<file path="src/include/cluster_defs.svh">
/*
 * Widths, DCR address map and credit count for the fill cluster.
 * DCR_SOCKET_STRIDE must be a power of two. The arbiter is two-way only,
 * so NUM_SOCKETS stays at 2.
 */
`ifndef CLUSTER_DEFS_SVH
`define CLUSTER_DEFS_SVH

`default_nettype none

// ********************
// Bus widths
// ********************
`define DCR_ADDR_W          12
`define DCR_DATA_W          32
`define MEM_ADDR_W          32
`define MEM_DATA_W          32

// ********************
// DCR map and sizing
// ********************
`define DCR_SOCKET_BEGIN    12'h010
`define DCR_SOCKET_END      12'h018
`define DCR_SOCKET_STRIDE   4

`define MEM_CREDITS         4
`define NUM_SOCKETS         2

`default_nettype wire

`endif

</file>
<file path="src/design/cluster_pkg.sv">
/*
 * Shared types for the fill cluster.
 * Offset 3 of a socket's DCR range is reserved.
 */
`include "cluster_defs.svh"

`default_nettype none

package cluster_pkg;

    // Register offset inside one socket's DCR range
    typedef enum logic [1:0] {
        REG_BASE  = 2'd0,
        REG_CFG   = 2'd1,
        REG_START = 2'd2
    } dcr_reg_e;

    // One DCR data word, two decodings.
    // REG_BASE and REG_START use the flat view, REG_CFG the count/stride pair
    typedef union packed {
        logic [`DCR_DATA_W-1:0] base;
        struct packed {
            logic [`DCR_DATA_W/2-1:0] count;
            logic [`DCR_DATA_W/2-1:0] stride;
        } cfg;
    } dcr_data_u;

endpackage

`default_nettype wire

</file>
<file path="src/design/dcr_router.sv">
/*
 * Filters DCR writes to the socket range and registers one strobe per socket.
 * Output lags the DCR write by one cycle. Writes to offset 3 are dropped.
 */
`include "cluster_defs.svh"

`default_nettype none

module dcr_router import cluster_pkg::*; (
    input  wire                        clk,
    input  wire                        rst_n,

    input  wire                        dcr_write_valid,
    input  wire  [`DCR_ADDR_W-1:0]     dcr_write_addr,
    input  wire  dcr_data_u            dcr_write_data,

    output logic [`NUM_SOCKETS-1:0]    reg_write,
    output dcr_reg_e                   reg_sel,
    output dcr_data_u                  reg_data
);

    localparam int OFF_W = $clog2(`DCR_SOCKET_STRIDE);

    logic                     in_range;
    logic [`DCR_ADDR_W-1:0]   rel_addr;
    dcr_reg_e                 sel;
    logic [`NUM_SOCKETS-1:0]  write_hit;

    assign in_range = dcr_write_valid
                   && (dcr_write_addr >= `DCR_SOCKET_BEGIN)
                   && (dcr_write_addr <  `DCR_SOCKET_END);

    assign rel_addr = dcr_write_addr - `DCR_SOCKET_BEGIN;
    assign sel      = dcr_reg_e'(rel_addr[OFF_W-1:0]);

    // Upper bits of the offset pick the socket
    always_comb begin
        for (int i = 0; i < `NUM_SOCKETS; i++) begin
            write_hit[i] = in_range
                        && (sel inside {REG_BASE, REG_CFG, REG_START})
                        && (rel_addr[`DCR_ADDR_W-1:OFF_W] == (`DCR_ADDR_W - OFF_W)'(i));
        end
    end

    always_ff @(posedge clk or negedge rst_n) begin
        if (!rst_n) begin
            reg_write <= '0;
        end else begin
            reg_write <= write_hit;
        end
    end

    always_ff @(posedge clk) begin
        if (|write_hit) begin
            reg_sel  <= sel;
            reg_data <= dcr_write_data;
        end
    end

endmodule

`default_nettype wire

</file>
<file path="src/design/fill_socket.sv">
/*
 * Strided write generator. Writes to a busy socket are dropped, REG_START too.
 * Request k carries base + k * stride and seed + k. A zero count starts nothing.
 */
`include "cluster_defs.svh"

`default_nettype none

module fill_socket import cluster_pkg::*; #(
    // Index within the cluster, picks this socket's strobe bit in the top
    parameter int SOCKET_ID = 0
) (
    input  wire                        clk,
    input  wire                        rst_n,

    input  wire                        reg_write,
    input  wire  dcr_reg_e             reg_sel,
    input  wire  dcr_data_u            reg_data,

    output logic                       req_valid,
    output logic [`MEM_ADDR_W-1:0]     req_addr,
    output logic [`MEM_DATA_W-1:0]     req_data,
    input  wire                        req_ready,

    output logic                       busy
);

    localparam int HALF_W = `DCR_DATA_W / 2;

    logic [`MEM_ADDR_W-1:0]  base_addr;
    logic [HALF_W-1:0]       cfg_count;
    logic [HALF_W-1:0]       cfg_stride;

    logic                    active;
    logic [HALF_W-1:0]       remaining;
    logic [`MEM_ADDR_W-1:0]  cur_addr;
    logic [`MEM_DATA_W-1:0]  cur_data;

    logic                    cfg_write;
    logic                    xfer;

    assign cfg_write = reg_write && !active;
    assign xfer      = active && req_ready;

    // ********************
    // Job control
    // ********************
    always_ff @(posedge clk or negedge rst_n) begin
        if (!rst_n) begin
            active    <= 1'b0;
            remaining <= '0;
            cfg_count <= '0;
        end else if (cfg_write) begin
            case (reg_sel)
                REG_CFG: cfg_count <= reg_data.cfg.count;
                REG_START: begin
                    remaining <= cfg_count;
                    active    <= (cfg_count != '0);
                end
                default: ;
            endcase
        end else if (xfer) begin
            remaining <= remaining - 1'b1;
            // Last transfer
            if (remaining == HALF_W'(1)) begin
                active <= 1'b0;
            end
        end
    end

    // Address and data accumulators
    always_ff @(posedge clk) begin
        if (cfg_write) begin
            case (reg_sel)
                REG_BASE: base_addr <= `MEM_ADDR_W'(reg_data.base);
                REG_CFG:  cfg_stride <= reg_data.cfg.stride;
                REG_START: begin
                    cur_addr <= base_addr;
                    cur_data <= `MEM_DATA_W'(reg_data.base);
                end
                default: ;
            endcase
        end else if (xfer) begin
            cur_addr <= cur_addr + `MEM_ADDR_W'(cfg_stride);
            cur_data <= cur_data + 1'b1;
        end
    end

    assign req_valid = active;
    assign req_addr  = cur_addr;
    assign req_data  = cur_data;
    assign busy      = active;

endmodule

`default_nettype wire

</file>
<file path="src/design/mem_arb.sv">
/*
 * Two-way round-robin merge onto a credited, write-only memory port.
 * Output is registered and valid for one cycle per accepted request.
 * Each valid cycle uses one credit, each credit return pulse restores one.
 */
`include "cluster_defs.svh"

`default_nettype none

module mem_arb (
    input  wire                                        clk,
    input  wire                                        rst_n,

    input  wire  [`NUM_SOCKETS-1:0]                    req_valid,
    input  wire  [`NUM_SOCKETS-1:0][`MEM_ADDR_W-1:0]   req_addr,
    input  wire  [`NUM_SOCKETS-1:0][`MEM_DATA_W-1:0]   req_data,
    output logic [`NUM_SOCKETS-1:0]                    req_ready,

    output logic                                       mem_req_valid,
    output logic [`MEM_ADDR_W-1:0]                     mem_req_addr,
    output logic [`MEM_DATA_W-1:0]                     mem_req_data,
    output logic                                       mem_req_tag,
    input  wire                                        mem_credit_return,

    output logic                                       pending
);

    localparam int CNT_W = $clog2(`MEM_CREDITS + 1);

    logic [CNT_W-1:0]  credit_cnt;
    logic              rr_ptr;
    logic              can_accept;
    logic              grant_any;
    logic              grant_idx;

    // ********************
    // Grant
    // ********************

    // A credit still free once the registered request is counted
    assign can_accept = credit_cnt > CNT_W'(mem_req_valid);

    always_comb begin
        grant_idx = rr_ptr;
        if (!req_valid[rr_ptr]) begin
            grant_idx = ~rr_ptr;
        end
    end

    assign grant_any = can_accept && (|req_valid);
    assign req_ready = grant_any ? (`NUM_SOCKETS'(1) << grant_idx) : '0;

    always_ff @(posedge clk or negedge rst_n) begin
        if (!rst_n) begin
            rr_ptr <= 1'b0;
        end else if (grant_any) begin
            // Other socket first next time
            rr_ptr <= ~grant_idx;
        end
    end

    // ********************
    // Credits
    // ********************
    always_ff @(posedge clk or negedge rst_n) begin
        if (!rst_n) begin
            credit_cnt <= CNT_W'(`MEM_CREDITS);
        end else begin
            credit_cnt <= credit_cnt - CNT_W'(mem_req_valid) + CNT_W'(mem_credit_return);
        end
    end

    // Output register
    always_ff @(posedge clk or negedge rst_n) begin
        if (!rst_n) begin
            mem_req_valid <= 1'b0;
        end else begin
            mem_req_valid <= grant_any;
        end
    end

    always_ff @(posedge clk) begin
        if (grant_any) begin
            mem_req_addr <= req_addr[grant_idx];
            mem_req_data <= req_data[grant_idx];
            mem_req_tag  <= grant_idx;
        end
    end

    assign pending = mem_req_valid;

endmodule

`default_nettype wire

</file>
<file path="src/design/cluster.sv">
/*
 * Fill cluster top. DCR writes go to two sockets through a router.
 * The socket streams merge in the arbiter. busy covers sockets and arbiter.
 */
`include "cluster_defs.svh"

`default_nettype none

module cluster import cluster_pkg::*; (
    input  wire                        clk,
    input  wire                        rst_n,

    // DCR write bus
    input  wire                        dcr_write_valid,
    input  wire  [`DCR_ADDR_W-1:0]     dcr_write_addr,
    input  wire  dcr_data_u            dcr_write_data,

    // Memory write port
    output logic                       mem_req_valid,
    output logic [`MEM_ADDR_W-1:0]     mem_req_addr,
    output logic [`MEM_DATA_W-1:0]     mem_req_data,
    output logic                       mem_req_tag,
    input  wire                        mem_credit_return,

    output logic                       busy
);

    logic [`NUM_SOCKETS-1:0]                   reg_write;
    dcr_reg_e                                  reg_sel;
    dcr_data_u                                 reg_data;

    wire  [`NUM_SOCKETS-1:0]                   sock_req_valid;
    wire  [`NUM_SOCKETS-1:0][`MEM_ADDR_W-1:0]  sock_req_addr;
    wire  [`NUM_SOCKETS-1:0][`MEM_DATA_W-1:0]  sock_req_data;
    wire  [`NUM_SOCKETS-1:0]                   sock_req_ready;
    wire  [`NUM_SOCKETS-1:0]                   sock_busy;
    logic                                      arb_pending;

    dcr_router i_dcr_router (
        .clk             (clk),
        .rst_n           (rst_n),
        .dcr_write_valid (dcr_write_valid),
        .dcr_write_addr  (dcr_write_addr),
        .dcr_write_data  (dcr_write_data),
        .reg_write       (reg_write),
        .reg_sel         (reg_sel),
        .reg_data        (reg_data)
    );

    for (genvar i = 0; i < `NUM_SOCKETS; i++) begin : g_socket
        fill_socket #(
            .SOCKET_ID (i)
        ) i_fill_socket (
            .clk       (clk),
            .rst_n     (rst_n),
            .reg_write (reg_write[i]),
            .reg_sel   (reg_sel),
            .reg_data  (reg_data),
            .req_valid (sock_req_valid[i]),
            .req_addr  (sock_req_addr[i]),
            .req_data  (sock_req_data[i]),
            .req_ready (sock_req_ready[i]),
            .busy      (sock_busy[i])
        );
    end

    mem_arb i_mem_arb (
        .clk               (clk),
        .rst_n             (rst_n),
        .req_valid         (sock_req_valid),
        .req_addr          (sock_req_addr),
        .req_data          (sock_req_data),
        .req_ready         (sock_req_ready),
        .mem_req_valid     (mem_req_valid),
        .mem_req_addr      (mem_req_addr),
        .mem_req_data      (mem_req_data),
        .mem_req_tag       (mem_req_tag),
        .mem_credit_return (mem_credit_return),
        .pending           (arb_pending)
    );

    // Arbiter still holding a write counts as busy
    assign busy = (|sock_busy) || arb_pending;

endmodule

`default_nettype wire

</file>
<file path="config.mk">
export PLATFORM = sky130hd
export DESIGN_NAME = cluster
export DESIGN_NICKNAME = d
export VERILOG_FILES = /design/src/design/cluster_pkg.sv /design/src/design/dcr_router.sv /design/src/design/fill_socket.sv /design/src/design/mem_arb.sv /design/src/design/cluster.sv
export VERILOG_INCLUDE_DIRS = /design/src /design/src/include
export SDC_FILE = /design/constraint.sdc
export NUM_CORES = 1
export LEC_CHECK = 0
export BUFFER_PORTS_ARGS = -buffer_cell sky130_fd_sc_hd__buf_2
export CAP_MARGIN = 5
export CELL_PAD_IN_SITES_DETAIL_PLACEMENT = 1
export CELL_PAD_IN_SITES_GLOBAL_PLACEMENT = 2
export CORE_MARGIN = 1
export CORE_UTILIZATION = 25
export DETAILED_ROUTE_END_ITERATION = 10
export PLACE_DENSITY = 0.57
export SLEW_MARGIN = 5
export SYNTH_ARGS = -nofsm -noshare
export SYNTH_HDL_FRONTEND = slang
export SYNTH_SLANG_ARGS = --single-unit
</file>
<file path="constraint.sdc">
create_clock -name clk -period 5.35 [get_ports clk]
set_input_delay 0.8025 -clock clk [delete_from_list [all_inputs] [get_ports clk]]
set_output_delay 0.8025 -clock clk [all_outputs]
set_load 0.005 [all_outputs]
</file>
==> metrics <==
status complete, but fails checks; failing checks design-rule violations; Wirelength per Cell 21.1 um; vias in the first global route 13,600; post-DR vias/cell 4.71; Rel. slew slack 0.325; total wire length 57,300 um; Cells after Synth 1,596; CTS Root Cell clkbuf_16; Critical Path Sink g_socket[0].i_fill_socket.req_addr[25]; Clock Pin Slew Worst Setup and Hold Paths 0.06 ns; largest cells by area after synthesis edfxtp_1, dfrtp_1, nand2_1; Leak 7.96 nW; htree depth 2; Synth Flop Type edfxtp_1; Hold WC Path Type input pin to flip-flop; Area growth, synth to finish 18.5%; final setup fails 0; die area 75,600 sq um; CTS tree built; WS Path Type flip-flop to flip-flop; total number of yosys warnings 0; Port-buffer cells 114; # resized after CTS 0; final worst-path cycle share 0.597; FF+latch count, synth 396; CP Launch Point g_socket[0].i_fill_socket.req_addr[10]; DP Wirelength 38,200 um; # DRC 5; Clk pwr share 0.503; Flop pwr share 0.480; R2R cell count 7; Initial DRC Count 649; Reg-to-Reg Start g_socket[0].i_fill_socket.req_addr[10]; achievable frequency 313 MHz; Reg2Reg Setup Slack 2.15 ns; Syn Nets 1,688; Vias 12,800; Max Cap Violations 0; Async SR Flop Fraction 0.184; Yosys top cell area share 0.521; first-pass GRT wire length 87,200 um; gr usage total 0.153; Post-synth EDFFs 323; Setup Fix Bufs, Post-CTS 0; antenna viol nets, final 0; hold buffers post-CTS 0; Final Hold Fails 0; Antenna Cells 0; Distinct cells, synth 61; num rows 99; count leader, synth edfxtp_1; total CTS buffers 47; nets@finish 1,807; drt pass-1 iters 7; clock latency on the worst-skew pair 0.58 ns; area leader, netlist edfxtp_1; Synth top cells by count edfxtp_1, nand2_1, o21ai_0; # IOs 115; setup_tns 0 ns; Critical Path Source Type flip-flop; Worst Tran Pin Value 1.01 ns; max-slew violations 0; Net Switching 1.43 mW; sequential share of the synthesized area 0.619; Max clock buf depth 3; hold slack 0.379 ns; Starting Density 0.254; RSZ-0062 raised after global routing false; Die Y 275 um; reg2reg end g_socket[0].i_fill_socket.req_addr[25]; min Tclk post-route 3.20 ns; switching share of total power 0.206; antenna violations before repair 10; Die W 275 um; CP endpoint kind flip-flop; Mean Syn Cell Area 11.7 sq um; Post-Syn Area 18,600 sq um; Cell Pwr Density 314 nW/um^2; VDD IR max 0.204 mV; layout cells sized above 1 0.172; Req. time, crit path 5.66 ns; critical path arrival 3.50 ns; clock sinks 396; Core ar. 73,300 sq um; largest net degree at the start of global routing 139; gpl congestion 0.767; internal power 5.51 mW; crit-path max FO 9; total gr overflow 0; Worst Clk Skew 0.0183 ns; Comb pwr share 0.018
## power by group through the flow
stage	combinational, mW	sequential, mW	clock (mW)
3_5_place_dp	0.125	3.39	0
2_1_floorplan	0.0714	3.39	0
3_3_place_gp	0.121	3.39	0
4_1_cts	0.126	3.33	3.60
6_report	0.123	3.33	3.49
5_1_grt	0.147	3.33	3.70
## worst max-delay path, stage by stage (launching register included)
cell and delay [ns]:
edfxtp_1 0.39, ha_1 0.47, nand4_1 0.19, or4_4 0.61
a311o_1 0.59, a2111oi_2 0.42, xnor2_1 0.17, o21ai_1 0.07
## routing by layer
metal	global-route usage	wire length [um]	share of wire	vias up
li1	-	-	-	6071
met1	0.215	27200	0.47	6406
met2	0.247	26600	0.46	213
met3	0.0230	2310	0.040	75
met4	0.0390	1240	0.022	0
met5	0	0	0	-
## final cells by class
type                       instances  area (sq um)
sequential                       396         11500
multi-input combinational       1104          6780
clock buffer                      62          1410
timing repair buffer             132           743
inverter                          34           128
fill                            8081         51300
clock inverter                    23           282
tap                              959          1200
## layout by cell type, fill, tap and decap left out, types with 12 or more instances in the layout
master | netlist | layout
buf_2 | 0 | 114
nor4_1 | 17 | 17
and3_1 | 25 | 25
nor2_1 | 89 | 87
ha_1 | 41 | 41
xor2_1 | 64 | 64
xnor2_1 | 50 | 50
nand2_1 | 261 | 261
dfrtp_1 | 72 | 72
nor3_1 | 38 | 36
mux2_2 | 70 | 70
nand4_1 | 23 | 23
o21ai_1 | 40 | 39
a211oi_1 | 12 | 12
a21oi_1 | 88 | 88
buf_4 | 2 | 15
inv_1 | 33 | 31
o21ai_0 | 117 | 117
nand3_1 | 51 | 51
edfxtp_1 | 323 | 323
clkbuf_16 | 0 | 53
## worst min path at each step
stage                                             from                                 endpoint  slack, ns  depth (start not counted)
3_5_place_dp   g_socket[0].i_fill_socket.remaining[10]  g_socket[0].i_fill_socket.remaining[10]       0.47                          2
6_report                             dcr_write_addr[2]                i_dcr_router.reg_write[0]       0.38                          2
3_3_place_gp   g_socket[0].i_fill_socket.remaining[10]  g_socket[0].i_fill_socket.remaining[10]       0.46                          2
4_1_cts                              dcr_write_addr[2]                i_dcr_router.reg_write[0]       0.33                          2
2_1_floorplan  g_socket[0].i_fill_socket.remaining[10]  g_socket[0].i_fill_socket.remaining[10]       0.44                          2
5_1_grt                              dcr_write_addr[2]                i_dcr_router.reg_write[0]       0.35                          2
## flip-flops by register name, summed over array words and instances (netlist names), 2 cells and up
name                               cells
g_socket.i_fill_socket.base_addr      64
g_socket.i_fill_socket.req_addr       64
g_socket.i_fill_socket.req_data       64
g_socket.i_fill_socket.cfg_count      32
g_socket.i_fill_socket.cfg_stride     32
g_socket.i_fill_socket.remaining      32
i_dcr_router.reg_data                 32
i_mem_arb.mem_req_addr                32
i_mem_arb.mem_req_data                32
i_mem_arb.credit_cnt                   3
g_socket.i_fill_socket.busy            2
i_dcr_router.reg_sel                   2
i_dcr_router.reg_write                 2
## metrics by stage
| step | instance area (sq um) | setup WS, ns | util | power, mW | std cells |
|---|---|---|---|---|---|
| 2_1_floorplan | 18600 | 1.42 | - | 3.46 | 1596 |
| 3_5_place_dp | 20400 | 2.15 | 0.278 | 3.52 | 2625 |
| 5_1_grt | 22100 | 1.86 | 0.301 | 7.17 | 2710 |
| 4_1_cts | 22100 | 2.11 | 0.301 | 7.05 | 2710 |
| 3_3_place_gp | 20400 | 2.19 | 0.278 | 3.51 | 2625 |
| 6_report | 22100 | 2.15 | 0.301 | 6.94 | 2710 |
## kinds of logic (layout without fill, tap and decap cells)
family	after synthesis	after routing	share of synthesized area
AND/OR/NAND/NOR	555	555	0.136
multiplexers	70	70	0.0423
flip-flops	396	396	0.619
buffers and inverters	96	251	0.0201
XOR/XNOR	114	114	0.0536
AO/OA/AOI/OAI	321	321	0.0989
adder cells (fa/ha/maj)	44	44	0.0308
No activity file was read; power rests on OpenSTA's default activity.
